### config.mk
export PLATFORM = sky130hd
export DESIGN_NAME = ecc_uart_link
export DESIGN_NICKNAME = d
export VERILOG_FILES = /design/src/design/link_pkg.sv /design/src/design/codeword_tx.sv /design/src/design/ecc_uart_link.sv /design/src/design/secded_decoder.sv /design/src/design/uart_rx.sv
export VERILOG_INCLUDE_DIRS = /design/src /design/src/design
export SDC_FILE = /design/constraint.sdc
export NUM_CORES = 1
export LEC_CHECK = 0
export BUFFER_PORTS_ARGS = -buffer_cell sky130_fd_sc_hd__buf_4
export CORE_AREA = 2 2 72 92
export CTS_CLUSTER_DIAMETER = 50
export DETAILED_ROUTE_END_ITERATION = 7
export DIE_AREA = 0 0 74 94
export PLACE_DENSITY_LB_ADDON = 0.1
export SLEW_MARGIN = 10
export SYNTH_ARGS = -nofsm -noshare
export SYNTH_HDL_FRONTEND = slang
export SYNTH_HIERARCHICAL = 1
export SYNTH_SLANG_ARGS = --single-unit
### constraint.sdc
create_clock -name clk -period 2.33 [get_ports clk]
set_input_delay 0 -clock clk [delete_from_list [all_inputs] [get_ports clk]]
set_output_delay 0 -clock clk [all_outputs]
set_load 0.01 [all_outputs]
### src/design/link_macros.svh
// Bit timing and parity sense shared by the receiver and the transmitter
// Both ends of the link must be built with the same values
// One bit lasts 2 * LINK_HALF_BIT_CLKS clock cycles
`ifndef LINK_MACROS_SVH
`define LINK_MACROS_SVH

// Clock cycles in half a bit period
`define LINK_HALF_BIT_CLKS 4

// Frame parity sense, 0 even and 1 odd
`define LINK_PARITY_ODD 0

`endif

### src/design/link_pkg.sv
// Types for the ECC UART link endpoint
// Codeword layout is bit 0 overall parity, bits 1..7 Hamming positions 1..7
// Data bits d0..d3 sit at positions 3, 5, 6 and 7
`default_nettype none

package link_pkg;

    // Receiver FSM
    typedef enum logic [1:0] {
        RX_INIT,                            // Wait for an idle line
        RX_IDLE,                            // Look for a start bit
        RX_START,                           // Move to the middle of the start bit
        RX_BITS                             // Sample data, parity and stop slot
    } rx_state_e;

    // Transmitter FSM
    typedef enum logic {
        TX_IDLE,
        TX_SHIFT
    } tx_state_e;

    // Received frame, valid while frame_valid is high
    typedef struct packed {
        logic [7:0] codeword;               // SECDED codeword as received
        logic       parity_error;           // Frame parity mismatch
    } rx_frame_t;

    // Decoded result handed to the host
    typedef struct packed {
        logic [3:0] nibble;
        logic       corrected;              // Single error fixed
        logic       uncorrectable;          // Double error seen
        logic       parity_error;           // Frame parity mismatch
    } link_result_t;

endpackage

`default_nettype wire

### src/design/codeword_tx.sv
// SECDED encoder and UART frame serializer
// Frame is start, codeword LSB first, parity, stop, one bit per 2 half-bit periods
// A send strobe while busy is dropped, there is no queue
// busy stays high for 11 full bits after the accepting edge
`timescale 1ns/1ps
`default_nettype none

`include "link_macros.svh"

module codeword_tx (
    input  wire       clk,
    input  wire       reset,
    input  wire       send,
    input  wire [3:0] send_nibble,
    output wire       tx,
    output wire       busy
);
    import link_pkg::*;

    localparam int   FULL_BIT   = 2 * `LINK_HALF_BIT_CLKS;
    localparam int   CNT_W      = $clog2(FULL_BIT);
    localparam logic PARITY_ODD = `LINK_PARITY_ODD;

    tx_state_e        state;
    logic [CNT_W-1:0] clk_counter;
    logic [3:0]       bit_index;            // 0 start .. 10 stop
    logic [10:0]      shift_reg;            // Bit 0 drives the line
    logic [7:1]       hamming;              // Hamming positions 1..7
    logic [7:0]       codeword;
    logic             frame_parity;

    // Data bits at positions 3, 5, 6, 7 and parity at 1, 2, 4
    assign hamming[3] = send_nibble[0];
    assign hamming[5] = send_nibble[1];
    assign hamming[6] = send_nibble[2];
    assign hamming[7] = send_nibble[3];
    assign hamming[1] = send_nibble[0] ^ send_nibble[1] ^ send_nibble[3];
    assign hamming[2] = send_nibble[0] ^ send_nibble[2] ^ send_nibble[3];
    assign hamming[4] = send_nibble[1] ^ send_nibble[2] ^ send_nibble[3];

    assign codeword     = {hamming, ^hamming};  // Overall parity in bit 0
    assign frame_parity = (^codeword) ^ PARITY_ODD;

    assign tx   = shift_reg[0];
    assign busy = (state == TX_SHIFT);

    always_ff @(posedge clk) begin
        if (reset) begin
            state       <= TX_IDLE;
            shift_reg   <= '1;              // Line idles high
            clk_counter <= '0;
            bit_index   <= '0;
        end else begin
            case (state)
                TX_IDLE: begin
                    if (send) begin
                        shift_reg   <= {1'b1, frame_parity, codeword, 1'b0};
                        clk_counter <= '0;
                        bit_index   <= '0;
                        state       <= TX_SHIFT;
                    end
                end

                TX_SHIFT: begin
                    if (clk_counter == CNT_W'(FULL_BIT - 1)) begin
                        clk_counter <= '0;
                        shift_reg   <= {1'b1, shift_reg[10:1]};  // Refill with idle level
                        if (bit_index == 4'd10) begin
                            state <= TX_IDLE;   // Stop bit done
                        end else begin
                            bit_index <= bit_index + 1'b1;
                        end
                    end else begin
                        clk_counter <= clk_counter + 1'b1;
                    end
                end
            endcase
        end
    end

endmodule

`default_nettype wire

### src/design/ecc_uart_link.sv
// One endpoint of the ECC protected UART link
// Receive chain is uart_rx then secded_decoder, transmit is codeword_tx
// Strobes have no back-pressure, a missed rx_valid is lost
// Bit rate and parity sense come from the link macros
`timescale 1ns/1ps
`default_nettype none

module ecc_uart_link (
    input  wire                         clk,
    input  wire                         reset,
    // Host transmit side
    input  wire                         send,
    input  wire [3:0]                   send_nibble,
    output wire                         busy,
    // Serial line
    output wire                         tx,
    input  wire                         rx,
    // Host receive side
    output wire                         rx_valid,
    output wire link_pkg::link_result_t rx_result
);
    import link_pkg::*;

    wire            frame_valid;
    wire rx_frame_t frame;                  // Raw codeword and parity flag

    uart_rx u_uart_rx (
        .clk         (clk),
        .reset       (reset),
        .rx          (rx),
        .frame_valid (frame_valid),
        .frame       (frame)
    );

    secded_decoder u_secded_decoder (
        .clk         (clk),
        .reset       (reset),
        .frame_valid (frame_valid),
        .frame       (frame),
        .rx_valid    (rx_valid),
        .rx_result   (rx_result)
    );

    codeword_tx u_codeword_tx (
        .clk         (clk),
        .reset       (reset),
        .send        (send),
        .send_nibble (send_nibble),
        .tx          (tx),
        .busy        (busy)
    );

endmodule

`default_nettype wire

### src/design/secded_decoder.sv
// SECDED decoder for the 8-bit extended Hamming codeword
// One cycle of latency from frame_valid to rx_valid
// An uncorrectable word passes its data bits through unchanged
// Three or more bit errors can be misreported as a single error
`timescale 1ns/1ps
`default_nettype none

module secded_decoder (
    input  wire                    clk,
    input  wire                    reset,
    input  wire                    frame_valid,
    input  wire link_pkg::rx_frame_t frame,
    output logic                   rx_valid,
    output link_pkg::link_result_t rx_result
);
    import link_pkg::*;

    logic [7:0]   cw;
    logic [2:0]   syndrome;
    logic         overall_bad;
    logic [7:0]   fixed_cw;
    logic [7:0]   data_src;
    link_result_t result_next;

    assign cw = frame.codeword;

    // Each syndrome bit covers the positions with that index bit set
    assign syndrome[0] = cw[1] ^ cw[3] ^ cw[5] ^ cw[7];
    assign syndrome[1] = cw[2] ^ cw[3] ^ cw[6] ^ cw[7];
    assign syndrome[2] = cw[4] ^ cw[5] ^ cw[6] ^ cw[7];

    assign overall_bad = ^cw;               // Odd weight means one bit flipped
    assign fixed_cw    = cw ^ (8'b1 << syndrome);   // Zero syndrome hits bit 0
    assign data_src    = overall_bad ? fixed_cw : cw;

    always_comb begin
        result_next.nibble        = {data_src[7], data_src[6], data_src[5], data_src[3]};
        result_next.corrected     = overall_bad;
        result_next.uncorrectable = !overall_bad && (syndrome != 3'b000);
        result_next.parity_error  = frame.parity_error;
    end

    always_ff @(posedge clk) begin
        if (reset) begin
            rx_valid <= 1'b0;
        end else begin
            rx_valid <= frame_valid;
        end
    end

    // Result payload, loaded with each new frame
    always_ff @(posedge clk) begin
        if (frame_valid) begin
            rx_result <= result_next;
        end
    end

endmodule

`default_nettype wire

### src/design/uart_rx.sv
// UART receiver for the 11-bit frame: start, 8 data LSB first, parity, stop
// The rx line is expected to be synchronous to clk already
// The stop bit slot is waited out but its level is not checked
// frame follows the shift register, so read it in the frame_valid cycle
`timescale 1ns/1ps
`default_nettype none

`include "link_macros.svh"

module uart_rx (
    input  wire                 clk,
    input  wire                 reset,
    input  wire                 rx,
    output logic                frame_valid,
    output link_pkg::rx_frame_t frame
);
    import link_pkg::*;

    localparam int   HALF_BIT   = `LINK_HALF_BIT_CLKS;
    localparam int   FULL_BIT   = 2 * HALF_BIT;
    localparam int   CNT_W      = $clog2(FULL_BIT);
    localparam logic PARITY_ODD = `LINK_PARITY_ODD;

    rx_state_e        state;
    logic [CNT_W-1:0] clk_counter;
    logic [3:0]       bit_index;            // 0..8 data and parity, 9 stop slot
    logic [8:0]       shift_reg;            // Parity on top, codeword below

    assign frame.codeword     = shift_reg[7:0];
    assign frame.parity_error = (^shift_reg) != PARITY_ODD;

    always_ff @(posedge clk) begin
        if (reset) begin
            state       <= RX_INIT;
            frame_valid <= 1'b0;
            clk_counter <= '0;
            bit_index   <= '0;
        end else begin
            frame_valid <= 1'b0;            // One-cycle strobe
            case (state)
                RX_INIT: begin
                    if (rx) begin
                        state <= RX_IDLE;   // Idle line seen before the first start
                    end
                end

                RX_IDLE: begin
                    if (!rx) begin
                        clk_counter <= CNT_W'(1);   // Detection cycle already spent
                        bit_index   <= '0;
                        state       <= RX_START;
                    end
                end

                RX_START: begin
                    if (clk_counter == CNT_W'(HALF_BIT - 1)) begin
                        clk_counter <= '0;
                        state       <= RX_BITS;
                    end else begin
                        clk_counter <= clk_counter + 1'b1;
                    end
                end

                RX_BITS: begin
                    if (clk_counter == CNT_W'(FULL_BIT - 1)) begin
                        clk_counter <= '0;
                        bit_index   <= bit_index + 1'b1;
                        if (bit_index == 4'd9) begin
                            frame_valid <= 1'b1;    // Stop slot reached
                            state       <= RX_IDLE;
                        end else begin
                            shift_reg <= {rx, shift_reg[8:1]};  // LSB first
                        end
                    end else begin
                        clk_counter <= clk_counter + 1'b1;
                    end
                end
            endcase
        end
    end

endmodule

`default_nettype wire

Word level (Yosys, flattened, before mapping)
Cells that the tools add are included.
{"block": "word_totals", "romBits": 0, "ramBits": 0, "reg_bits": 46, "elab_cells": 102, "mem_count": 0, "latchBits": 0}
{"block": "classes", "multipliers": 0, "n_reduce_logical": 17, "div_mod_pow": 0, "eq_ne": 16, "magnitude_cmp": 0, "n_bitwise": 21, "n_addsub": 4, "n_mux": 29, "n_shift": 1}
{"cell": "two-way mux 11 bit", "count": 2}
{"cell": "one-hot mux 11 bit (2 select lines)", "count": 1}
{"cell": "two-way mux 4 bit", "count": 5}
{"cell": "one-hot mux 4 bit (2 select lines)", "count": 2}
{"cell": "XOR reduction 8 bit", "count": 2}
{"cell": "two-way mux 3 bit", "count": 5}
{"cell": "XOR 1 bit", "count": 15}
{"cell": "two-way mux 2 bit", "count": 5}
{"cell": "!= test 2 bit (second input constant)", "count": 5}
{"cell": "one-hot mux 3 bit (3 select lines)", "count": 1}
{"cell": "XOR reduction 9 bit", "count": 1}
{"cell": "adder 4 x 1 -> 4 bit (second input constant)", "count": 2}
{"cell": "== test 4 bit (second input constant)", "count": 2}
{"cell": "two-way mux 8 bit", "count": 1}
{"cell": "one-hot mux 2 bit (4 select lines)", "count": 1}
{"cell": "left shift 1 x 3 -> 8 bit (first input constant)", "count": 1}
{"cell": "XOR 8 bit", "count": 1}
{"cell": "XOR reduction 7 bit", "count": 1}
{"cell": "adder 3 x 1 -> 3 bit (second input constant)", "count": 2}
{"cell": "== test 3 bit (second input constant)", "count": 2}
{"cell": "!= test 2 x 1 -> 1 bit (second input constant)", "count": 3}
{"cell": "one-hot mux 3 bit (2 select lines)", "count": 1}
{"cell": "AND reduction 3 bit", "count": 2}
{"cell": "nonzero test 3 bit", "count": 2}
{"cell": "14 further kinds", "count": 23}

Depth between registers and ports, before layout
Gate-level depths: netlist of run 1.
{"block": "depth", "depth_word": 6, "depth_mapped": 6, "depth_no_buf": 6}

Modules after synthesis
Netlist of run 1, hierarchy kept.
{"mod": "uart_rx", "n_inst": 1, "seq_area_each_um2": 470.5, "area_each_um2": 1081.0, "cells_each": 95}
{"mod": "codeword_tx", "n_inst": 1, "seq_area_each_um2": 360.3, "area_each_um2": 984.7, "cells_each": 99}
{"mod": "secded_decoder", "n_inst": 1, "seq_area_each_um2": 230.2, "area_each_um2": 610.6, "cells_each": 55}

Worst setup path after synthesis of run 1
Ideal clock, no wire load.
{"block": "synth_path", "path_kind": "register to register", "start": "register u_uart_rx.shift_reg[7]", "end": "register, netlist name u_secded_decoder/rx_result[4]", "t_arrival_ns": 1.705, "path_stages_with_launch": 7, "t_required_ns": 2.181, "slack_ns": 0.477, "period_less_slack_ns": 1.853, "path_buffers": 2, "path_cell_list": "edfxtp_1 > buf_4 > buf_6 > xor2_1 > or2_2 > a2111oi_2 > a2bb2oi_1"}
{"block": "synth_between", "elab_chain_cells": 4, "word_cells_on_any_way": 7, "classes_between": "1 x shift; 1 x mux; 4 x bitwise; 1 x reduce/logical"}
{"item": "start, declared", "line_no": "uart_rx.sv:27", "rtl": "logic [8:0] shift_reg;"}
{"item": "start signal, assigned", "line_no": "uart_rx.sv:72", "rtl": "shift_reg <= {rx, shift_reg[8:1]};"}
{"item": "XOR 1 bit, on equally long branches", "line_no": "secded_decoder.sv:28, secded_decoder.sv:29, secded_decoder.sv:30"}
{"item": "left shift 1 x 3 -> 8 bit", "line_no": "secded_decoder.sv:33", "rtl": "assign fixed_cw = cw ^ (8'b1 << syndrome);"}
{"item": "XOR 8 bit", "line_no": "secded_decoder.sv:33"}
{"item": "two-way mux 8 bit (*)", "line_no": "secded_decoder.sv:34", "rtl": "assign data_src = overall_bad ? fixed_cw : cw;"}
{"item": "net u_secded_decoder.data_src[5]", "line_no": "secded_decoder.sv:22", "rtl": "logic [7:0] data_src;"}
The timed path passes the listed nets; every way through them passes the cells marked *.
A chain may end at the register's enable or synchronous reset.

Worst setup path after layout of run 1
{"block": "layout_path", "start": "register u_uart_rx.shift_reg[6]", "end": "register, netlist name u_secded_decoder/rx_result[4]"}
{"block": "layout_between", "elab_chain_cells": 5, "word_cells_on_any_way": 8, "classes_between": "1 x shift; 1 x mux; 5 x bitwise; 1 x reduce/logical"}
{"item": "XOR 1 bit, on equally long branches (2 in a row)", "line_no": "secded_decoder.sv:29, secded_decoder.sv:30"}
{"item": "left shift 1 x 3 -> 8 bit", "line_no": "secded_decoder.sv:33"}
{"item": "XOR 8 bit", "line_no": "secded_decoder.sv:33"}
{"item": "two-way mux 8 bit (*)", "line_no": "secded_decoder.sv:34"}
{"item": "net u_secded_decoder.data_src[5]", "line_no": "secded_decoder.sv:22"}
Marks and branches as above.

==> results of run 1 <==
==> cells in the mapped netlist, drive strengths merged (3+ instances only) <==
cell type	instances
a21oi	12
o21ai	7
a221oi	5
a211oi	6
xor2	7
buf	17
dfxtp	29
xnor2	12
clkbuf	3
inv	10
nand2	5
nor2	16
ha	14
o21bai	5
o211ai	3
a22oi	5
xor3	5
or2	3
nand3	9
mux2i	11
edfxtp	16
nor2b	12
==> metal layers <==
metal  global-route usage [%]  wire, microns  vias up
met4                     6.82             67        0
li1                         -              -      924
met2                     23.1           2160       22
met3                     2.36            105        5
met1                     18.8           2250      829
met5                        0              0        -
==> timing repair <==
action                     4_1_cts  5_1_grt
hold endpoints to repair         1        0
setup endpoints to repair        0        0
hold buffers                     1        0
==> through the flow <==
stage / hold slack, ns / setup WS, ns / total power, uW / cells
3_3_place_gp: 0.218 / 0.383 / 1260 / 337
5_1_grt: 0.0840 / 0.117 / 1810 / 346
4_1_cts: 0.0600 / 0.279 / 1740 / 346
2_1_floorplan: 0.0716 / 0.477 / 1190 / 249
3_5_place_dp: 0.220 / 0.343 / 1270 / 337
6_report: 0.0619 / 0.235 / 1700 / 346
==> critical path: stages (launching register included) <==
cell	delay [ns]
edfxtp_1	0.50
xor2_1	0.72
a21oi_2	0.14
a2111oi_2	0.39
a2bb2oi_1	0.20
==> cells by family after synthesis <==
family / synth area share (%)
AO/OA/AOI/OAI: 18.2
XOR/XNOR: 11.5
adder cells (fa/ha/maj): 6.55
buffers and inverters: 6.31
flip-flops: 39.6
multiplexers: 4.53
AND/OR/NAND/NOR: 13.3
==> power by group through the flow <==
stage          Sequential [uW]  Clock [uW]  Combinational [uW]
2_1_floorplan              916           0                 274
3_3_place_gp               925           0                 340
3_5_place_dp               925           0                 341
4_1_cts                    907         490                 342
5_1_grt                    913         514                 382
6_report                   906         459                 339
==> worst min-delay path by stage <==
stage                      from                           end  slack (ns)  cells past startpoint
after floorplan           reset     u_secded_decoder/rx_valid        0.07                      1
after global placement       rx        u_uart_rx/shift_reg[8]        0.22                      1
after detailed placement     rx        u_uart_rx/shift_reg[8]        0.22                      1
after CTS                 reset  u_codeword_tx/clk_counter[2]        0.06                      2
after global routing      reset  u_codeword_tx/clk_counter[1]        0.08                      2
final                     reset  u_codeword_tx/clk_counter[2]        0.06                      2
==> area by class of cell <==
type	instances	area, sq um
Fill cell	569	3130
Multi-Input combinational cell	174	1450
Sequential cell	45	1060
Timing Repair Buffer	24	183
Tap cell	85	106
Clock buffer	8	80.1
Inverter	10	37.5
==> results.tsv, run 1 <==
metric	value	unit
Area Overhead vs Synth	8.88	%
CTS resizes	0	
DR WL/cell	13.3	microns
Die Area	6960	sq um
Least-Margin Pin Slew	0.830	ns
final WL	4590	microns
Routed Antenna Nets	0	
FMAX	0.477	GHz
Syn Area/Cell	10.7	sq um
Post-CTS Setup Bufs	0	
clk_lat worst skew	0.29	ns
Crit. End Element	register	
initial antenna violation count	0	
Most used DFF post-synth	dfxtp_1	
ANT cells	0	
DR iter-0 viols	74	
Slew Limit Fails	0	
Port-buffer cells	17	
Reg clk slew, reported paths	0.08	ns
Worst Setup SP	u_uart_rx/shift_reg[6]	
Sw Share	28.0	%
critical path data arrival time	2.23	ns
setup_tns	0	ns
clock share of power	26.9	%
minimum clock period	2.09	ns
Max IR drop VDD	361	uV
router iterations before antenna repair	4	
Synth Warn #	6	
R2R setup slack	0.24	ns
crit start category	register	
static leakage	0.00109	uW
final routed DRC violation total	0	
Final Setup Violations	0	
commonest non-fill, non-tap cell in the layout	dfxtp_1	
row count	32	
cell count after synthesis	249	
Util after Layout	48.2	%
FF-to-FF Start	u_uart_rx/shift_reg[6]	
critical path class	register to register	
# IOs	18	
Die Y	94	microns
outcome	finished clean	
Logic pwr share	19.9	%
share of layout cells above drive strength 1	16.9	%
Post-DP Area	2820	sq um
RSZ-0062 raised after global routing	false	
Clock Tree Root	clkbuf_8	
All-Layer GR Usage	14.5	%
max FFs per register	10	
DIE WIDTH	74	microns
NetSw	477	uW
Crit path required time	2.47	ns
Nets	282	
GRT overflow	0	
gpl congestion	0.723	
Via-to-Cell Ratio	5.14	
CP Max Fanout	12	
top post-synthesis cells by area	dfxtp_1 (22%), edfxtp_1 (18%), ha_1 (6.5%), xor3_1 (4.4%), mux2i_1 (4.1%)	
relative slew slack	44.5	%
FF-to-FF End	u_secded_decoder/rx_result[4]	
Vias	1780	
number of distinct library cells after synthesis	59	
Hold/Removal Path Class	input pin to register	
Max Clock Skew	0.00295	ns
Post-synth EDFFs	16	
pin count of the biggest net entering global routing	28	
register share of total power	53.2	%
power per cell area	585	nW/um^2
Internal	1230	uW
sequential cell area fraction in the yosys report	39.6	%
Post-Syn Area	2680	sq um
CTS tree	yes	
core footprint	6050	sq um
final hold viol count	0	
Initial Util	44.3	%
TritonCTS buffer count	5	
Critical Path Sink	u_secded_decoder/rx_result[4]	
R2R cell count	4	
syn nets	271	
most frequent cells in the layout	dfxtp_1 (29), buf_4 (23), nor2_1 (16), edfxtp_1 (16), ha_1 (14)	
Post-synth ARST share	0	%
Final Cell Area	2910	sq um
Synth area leader	dfxtp_1	
Max Cap Viol	0	
clk sinks	45	
vias in the first global route	1690	
Max clock buf depth	2	
Synth top area share	21.7	%
post-DP HPWL	3190	microns
first-pass GRT wire length	7830	microns
Synth Register Bits	45	
htree depth	2	
fin crit share	89.9	%
Power figures use the tool's default switching activity.
==> inputs of run 2 (changes only) <==
==> constraint.sdc (replaced) <==
create_clock -name clk -period 2.7 [get_ports clk]
set_input_delay 0 -clock clk [delete_from_list [all_inputs] [get_ports clk]]
set_output_delay 0 -clock clk [all_outputs]
set_load 0.01 [all_outputs]
==> run 2 against run 1 <==
Via count is 0.51% higher. Highest routed layer unchanged. Non-clock buffer count is 3 lower. Cell count is 0.87% lower. Clock skew is 0.0047 ns higher. Hold slack better by 0.0081 ns.
==> results.tsv, run 2 (synthesis gave the netlist of run 1 again) <==
metric	value	unit	change
outcome	finished clean		
CP Max Fanout	12		unchanged
fin crit share	75.9	%	-14 points
clk sinks	45		unchanged
vias in the first global route	1798		+6.4%
CP bufs+invs	0		unchanged
FMAX	0.488	GHz	+2.2%
CP delay by family, top	XOR/XNOR gates		
DR iter-0 viols	160		+120%
Port-buffer cells	17		unchanged
GRT overflow	0		unchanged
# hold bufs at CTS	1		unchanged
Crit. End Element	register		
Routed Antenna Nets	0		unchanged
commonest non-fill, non-tap cell in the layout	dfxtp_1		
core footprint	6050	sq um	unchanged
Final WS setup	0.650	ns	+0.415 ns
Die Area	6960	sq um	unchanged
relative slew slack	46.3	%	+1.8 points
static leakage	0.00108	uW	-0.54%
critical path data arrival time	2.19	ns	-0.04 ns
row count	32		unchanged
DR WL/cell	13.4	microns	+0.76%
Nets	279		-1.1%
Max clock buf depth	2		unchanged
final hold viol count	0		unchanged
# IOs	18		unchanged
Die Y	94	microns	unchanged
setup_tns	0	ns	unchanged
Vias	1789		+0.51%
first-pass GRT wire length	8050	microns	+2.8%
Area Overhead vs Synth	8.46	%	
slowest CP cell	xor2_1		
Hold/Removal Path Class	input pin to register		
Max Clock Skew	0.00762	ns	+0.00467 ns
Clock Tree Root	clkbuf_8		
Post-CTS Setup Bufs	0		unchanged
Reg clk slew, reported paths	0.09	ns	about the same
Final Setup Violations	0		unchanged
share of layout cells above drive strength 1	16.7	%	-0.19 points
CTS resizes	0		unchanged
DP Worst Slack	0.704	ns	+0.361 ns
hold slack	0.0700	ns	+0.00811 ns
gpl congestion	0.774		+7.1%
Max IR drop VDD	297	uV	-18%
Crit path required time	2.84	ns	+0.37 ns
cells along the critical path	xor2_1 > a21oi_2 > a2111oi_2 > a2bb2oi_1		
final routed DRC violation total	0		unchanged
Least-Margin Pin Slew	0.803	ns	-0.0271 ns
router iterations before antenna repair	4		unchanged
crit start category	register		
critical path class	register to register		
DIE WIDTH	74	microns	unchanged
TritonCTS buffer count	5		unchanged
ANT cells	0		unchanged
max FFs per register	10		unchanged
final WL	4580	microns	-0.11%
initial antenna violation count	0		unchanged
power per cell area	516	nW/um^2	-12%
post-DP HPWL	3120	microns	-2.3%
most frequent cells in the layout	dfxtp_1 (29), buf_4 (20), nor2_1 (16), edfxtp_1 (16), ha_1 (14)		
minimum clock period	2.05	ns	-0.0450 ns
Initial Util	44.3	%	unchanged
overall power	1500	uW	-12%
clk_lat worst skew	0.29	ns	about the same
CTS tree	yes		
Via-to-Cell Ratio	5.22		+1.4%
Slew Limit Fails	0		unchanged
RSZ-0062 raised after global routing	false		
htree depth	2		unchanged
pin count of the biggest net entering global routing	28		unchanged
Max Cap Viol	0		unchanged
CP max stage delay	0.69	ns	-0.03 ns
All-Layer GR Usage	15.0	%	+0.48 points
==> run 2: changes by cell type in the layout (fill, tap and decap cells not counted) <==
cell | before | now
clkbuf_1 | 3 | 0
clkbuf_8 | 5 | 6
clkinv_2 | 0 | 1
buf_4 | 23 | 20
clkinv_1 | 0 | 1
==> run 2: final timing paths <==
kind	slack (ns)	depth (start not counted)	end	from
min	0.07	2	u_codeword_tx/clk_counter[0]	reset
max reg2reg	0.65	4	u_secded_decoder/rx_result[4]	u_uart_rx/shift_reg[2]
max	0.65	4	u_secded_decoder/rx_result[4]	u_uart_rx/shift_reg[2]
min reg2reg	0.48	0	u_uart_rx/shift_reg[7]	u_uart_rx/shift_reg[8]
==> run 2: area by class of cell <==
cell class	instances	area (sq um)
well taps	85	106
flip-flops and latches	45	1060
multi-input cells	174	1450
fillers	570	3140
clock buffers	6	82.6
repair buffers	21	160
inverters	10	37.5
clock inverters	2	8.76
==> run 2: metrics by stage <==
step | instances | util, % | cell area (sq um)
2_1_floorplan | 249 | - | 2680
3_3_place_gp | 334 | 46.3 | 2800
3_5_place_dp | 334 | 46.3 | 2800
4_1_cts | 343 | 48.0 | 2900
5_1_grt | 343 | 48.0 | 2900
6_report | 343 | 48.0 | 2900
==> run 2: routing by layer <==
metal | wire length (microns) | vias up | global-route usage (%) | share of wire [%]
met2 | 2330 | 25 | 24.3 | 51
met4 | 38 | 0 | 5.76 | 0.83
met3 | 103 | 2 | 3.54 | 2.2
li1 | - | 917 | - | -
met1 | 2110 | 845 | 19.0 | 46
met5 | 0 | - | 0 | 0
==> run 2: where the power goes <==
group          switching [uW]  leakage (uW)  internal, uW
Clock                     219     0.0000486           203
Sequential               43.8      0.000381           738
Combinational             159      0.000655           136
==> inputs of run 3 (changes only) <==
--- a/config.mk
+++ b/config.mk
@@ -6,11 +6,12 @@
 export SDC_FILE = /design/constraint.sdc
 export NUM_CORES = 1
 export LEC_CHECK = 0
+export ABC_AREA = 1
 export BUFFER_PORTS_ARGS = -buffer_cell sky130_fd_sc_hd__buf_4
-export CORE_AREA = 2 2 72 92
+export CORE_AREA = 2 2 73 92
 export CTS_CLUSTER_DIAMETER = 50
 export DETAILED_ROUTE_END_ITERATION = 7
-export DIE_AREA = 0 0 74 94
+export DIE_AREA = 0 0 75 94
 export PLACE_DENSITY_LB_ADDON = 0.1
 export SLEW_MARGIN = 10
 export SYNTH_ARGS = -nofsm -noshare
==> constraint.sdc (replaced) <==
create_clock -name clk -period 1.7 [get_ports clk]
set_input_delay 0 -clock clk [delete_from_list [all_inputs] [get_ports clk]]
set_output_delay 0 -clock clk [all_outputs]
set_load 0.01 [all_outputs]
==> run 3 against run 2 <==
Combinational power increased by 91%. Maximum frequency rose by 34%. Utilization is 2.0 points higher. Largest power group unchanged. Clock power is 57% higher. Die area grew 1.4%. Power increased by 67%. Synthesized cell count rose by 49%. Sequential cell count is the same. Setup slack worse by 0.48 ns. Sequential share of layout area decreased by 2.0 points. First-iteration DRC count shrank 59%.
==> results.tsv, run 3 <==
metric	value	unit	change
fin crit share	89.9	%	+14 points
Max Clock Skew	0.00597	ns	-0.00165 ns
Area Overhead vs Synth	12.7	%	
Post-Synth Simple-Gate Area	34.0	%	+21 points
Most used DFF post-synth	dfxtp_1		
minimum clock period	1.53	ns	-0.522 ns
Post-Synth XOR/XNOR Area	3.22	%	-8.3 points
first-pass GRT wire length	8570	microns	+6.4%
Synth Area in Compound Gates	7.41	%	-11 points
Synth Area in Adders	6.44	%	-0.11 points
setup_tns	0	ns	unchanged
Nets	418		+50%
commonest non-fill, non-tap cell in the layout	nand2_1		
Max clock buf depth	2		unchanged
Via-to-Cell Ratio	4.68		-10%
All-Layer GR Usage	15.3	%	+0.30 points
pin count of the biggest net entering global routing	21		-25%
final WL	4860	microns	+6.1%
Crit path required time	1.76	ns	-1.08 ns
most frequent cells in the layout	nand2_1 (125), inv_1 (38), nand3_1 (29), dfxtp_1 (29), buf_4 (23)		
post-DP HPWL	3620	microns	+16%
CTS tree	yes		
router iterations before antenna repair	4		unchanged
Synth area leader	dfxtp_1		
row count	32		unchanged
Routed Antenna Nets	0		unchanged
share of layout cells above drive strength 1	17.9	%	+1.2 points
CP Max Fanout	7		-5
top post-synthesis cells by area	dfxtp_1 (21%), edfxtp_1 (18%), nand2_1 (17%), ha_1 (6.4%), nand3_1 (5.3%)		
Non-Filler Instances	482		+41%
FMAX	0.655	GHz	+34%
critical path class	register to register		
power per cell area	818	nW/um^2	+58%
Initial Util	44.4	%	+0.14 points
GRT overflow	0		unchanged
RSZ-0062 raised after global routing	false		
Reg clk slew, reported paths	0.09	ns	about the same
syn nets	394		+45%
count leader, synth	nand2_1		
Post-synth EDFFs	16		unchanged
htree depth	2		unchanged
Post-DP Area	2890	sq um	+3.2%
sequential cell area fraction in the yosys report	39.0	%	-0.64 points
Crit. End Element	register		
final routed DRC violation total	0		unchanged
clk sinks	45		unchanged
gpl congestion	0.822		+6.1%
initial antenna violation count	0		unchanged
hold slack	0.0203	ns	-0.0497 ns
Syn Area/Cell	7.31	sq um	-32%
top cells by count, synth	nand2_1 (125), inv_1 (38), dfxtp_1 (29), nand3_1 (29), nor2_1 (23)		
ANT cells	0		unchanged
Synth Warn #	6		unchanged
Die Area	7050	sq um	+1.4%
Synth top area share	21.3	%	-0.35 points
Clock Tree Root	clkbuf_8		
Port-buffer cells	17		unchanged
Die Y	94	microns	unchanged
TritonCTS buffer count	5		unchanged
multiplexer share of the synthesized area	0	%	-4.5 points
Final Cell Area	3070	sq um	+5.6%
outcome	finished clean		
Max Cap Viol	0		unchanged
final hold viol count	0		unchanged
DR WL/cell	10.1	microns	-24%
core footprint	6130	sq um	+1.3%
Final Setup Violations	0		unchanged
Vias	2256		+26%
largest family of logic cells by synthesized area	simple AND/OR/NAND/NOR gates		
Least-Margin Pin Slew	0.497	ns	-0.306 ns
crit start category	register		
cell count after synthesis	372		+49%
DR iter-0 viols	65		-59%
vias in the first global route	2017		+12%
Inst Count DP	465		+39%
Util after Layout	50.1	%	+2.0 points
static leakage	0.00142	uW	+31%
# IOs	18		unchanged
max FFs per register	10		unchanged
Post-Syn Area	2720	sq um	+1.6%
Slew Limit Fails	0		unchanged
clk_lat worst skew	0.29	ns	about the same
critical path data arrival time	1.59	ns	-0.60 ns
Synth Register Bits	45		unchanged
DIE WIDTH	75	microns	+1.4%
relative slew slack	66.8	%	+21 points
number of distinct library cells after synthesis	30		-49%
Post-synth ARST share	0	%	unchanged
Hold/Removal Path Class	input pin to register		
Max IR drop VDD	578	uV	+95%
## run 3: changes by cell type in the layout (fill, tap and decap cells not counted), moves of 6 or more
cell	previous run	this run
nand3_1	8	29
a21oi_1	11	17
nand2_2	0	16
inv_1	10	38
nor2b_1	12	0
mux2i_1	11	0
inv_2	0	7
nand2_1	5	125
nor2_1	16	22
## run 3: metrics by stage
stage	setup slack (ns)	power, uW
finish	0.172	2510
floorplan	0.0483	1740
CTS	0.0736	2540
global route	0.00236	2700
detailed placement	0.0845	1860
global placement	0.0606	1850
## run 3: critical path, cell delays in order, from the launching register on
cell      delay, ns
edfxtp_1       0.50
inv_1          0.12
nand2_1        0.08
nand2_1        0.09
o21ai_1        0.09
nand2_1        0.08
nor2_1         0.16
nand2_1        0.07
nand2_1        0.06
nand2_1        0.04
## run 3: power breakdown
group	switching [uW]	internal [uW]	total, uW	leakage [uW]
clock network	369	292	661	0.0000481
logic	340	221	562	0.000993
registers	85.4	1200	1290	0.000382
## run 3: path summary, 6_finish.rpt
kind	start	end	slack, ns	depth (start not counted)
worst max-delay path	u_uart_rx/shift_reg[2]	u_secded_decoder/rx_result[5]	0.17	9
worst min-delay path	reset	u_codeword_tx/bit_index[2]	0.02	2
worst max register to register	u_uart_rx/shift_reg[2]	u_secded_decoder/rx_result[5]	0.17	9
worst min register to register	u_codeword_tx/shift_reg[0]	u_codeword_tx/shift_reg[0]	0.46	2
## run 3: logic make-up (layout without fill, tap and decap cells)
group,after synthesis,in the layout
buf+inv,59,84
fa+ha+maj,14,14
flops,45,45
xor+xnor,10,10
compound gates,36,36
simple gates,208,208
## run 3: what timing repair did
action                                  CTS  global route
resized for setup                         0             1
endpoints found under the hold margin     7             0
buffers inserted                          0             3
hold buffers                              6             0
endpoints found under the setup margin    0             5
## run 3: cell type report
type | count | area [sq um]
clock buffer | 5 | 68.8
clock inverter | 3 | 22.5
fill | 613 | 3060
inverter | 47 | 183
multi-input combinational | 268 | 1390
sequential | 45 | 1060
tap | 85 | 106
timing repair buffer | 29 | 233
## run 3: metal layers
layer | up-vias | wire length, microns | share of wire, % | GRT usage [%]
met2 | 32 | 2330 | 48 | 25.7
met4 | 0 | 57 | 1.2 | 4.76
met3 | 5 | 115 | 2.4 | 2.58
met5 | - | 0 | 0 | 0
li1 | 1222 | - | - | -
met1 | 997 | 2360 | 49 | 19.6
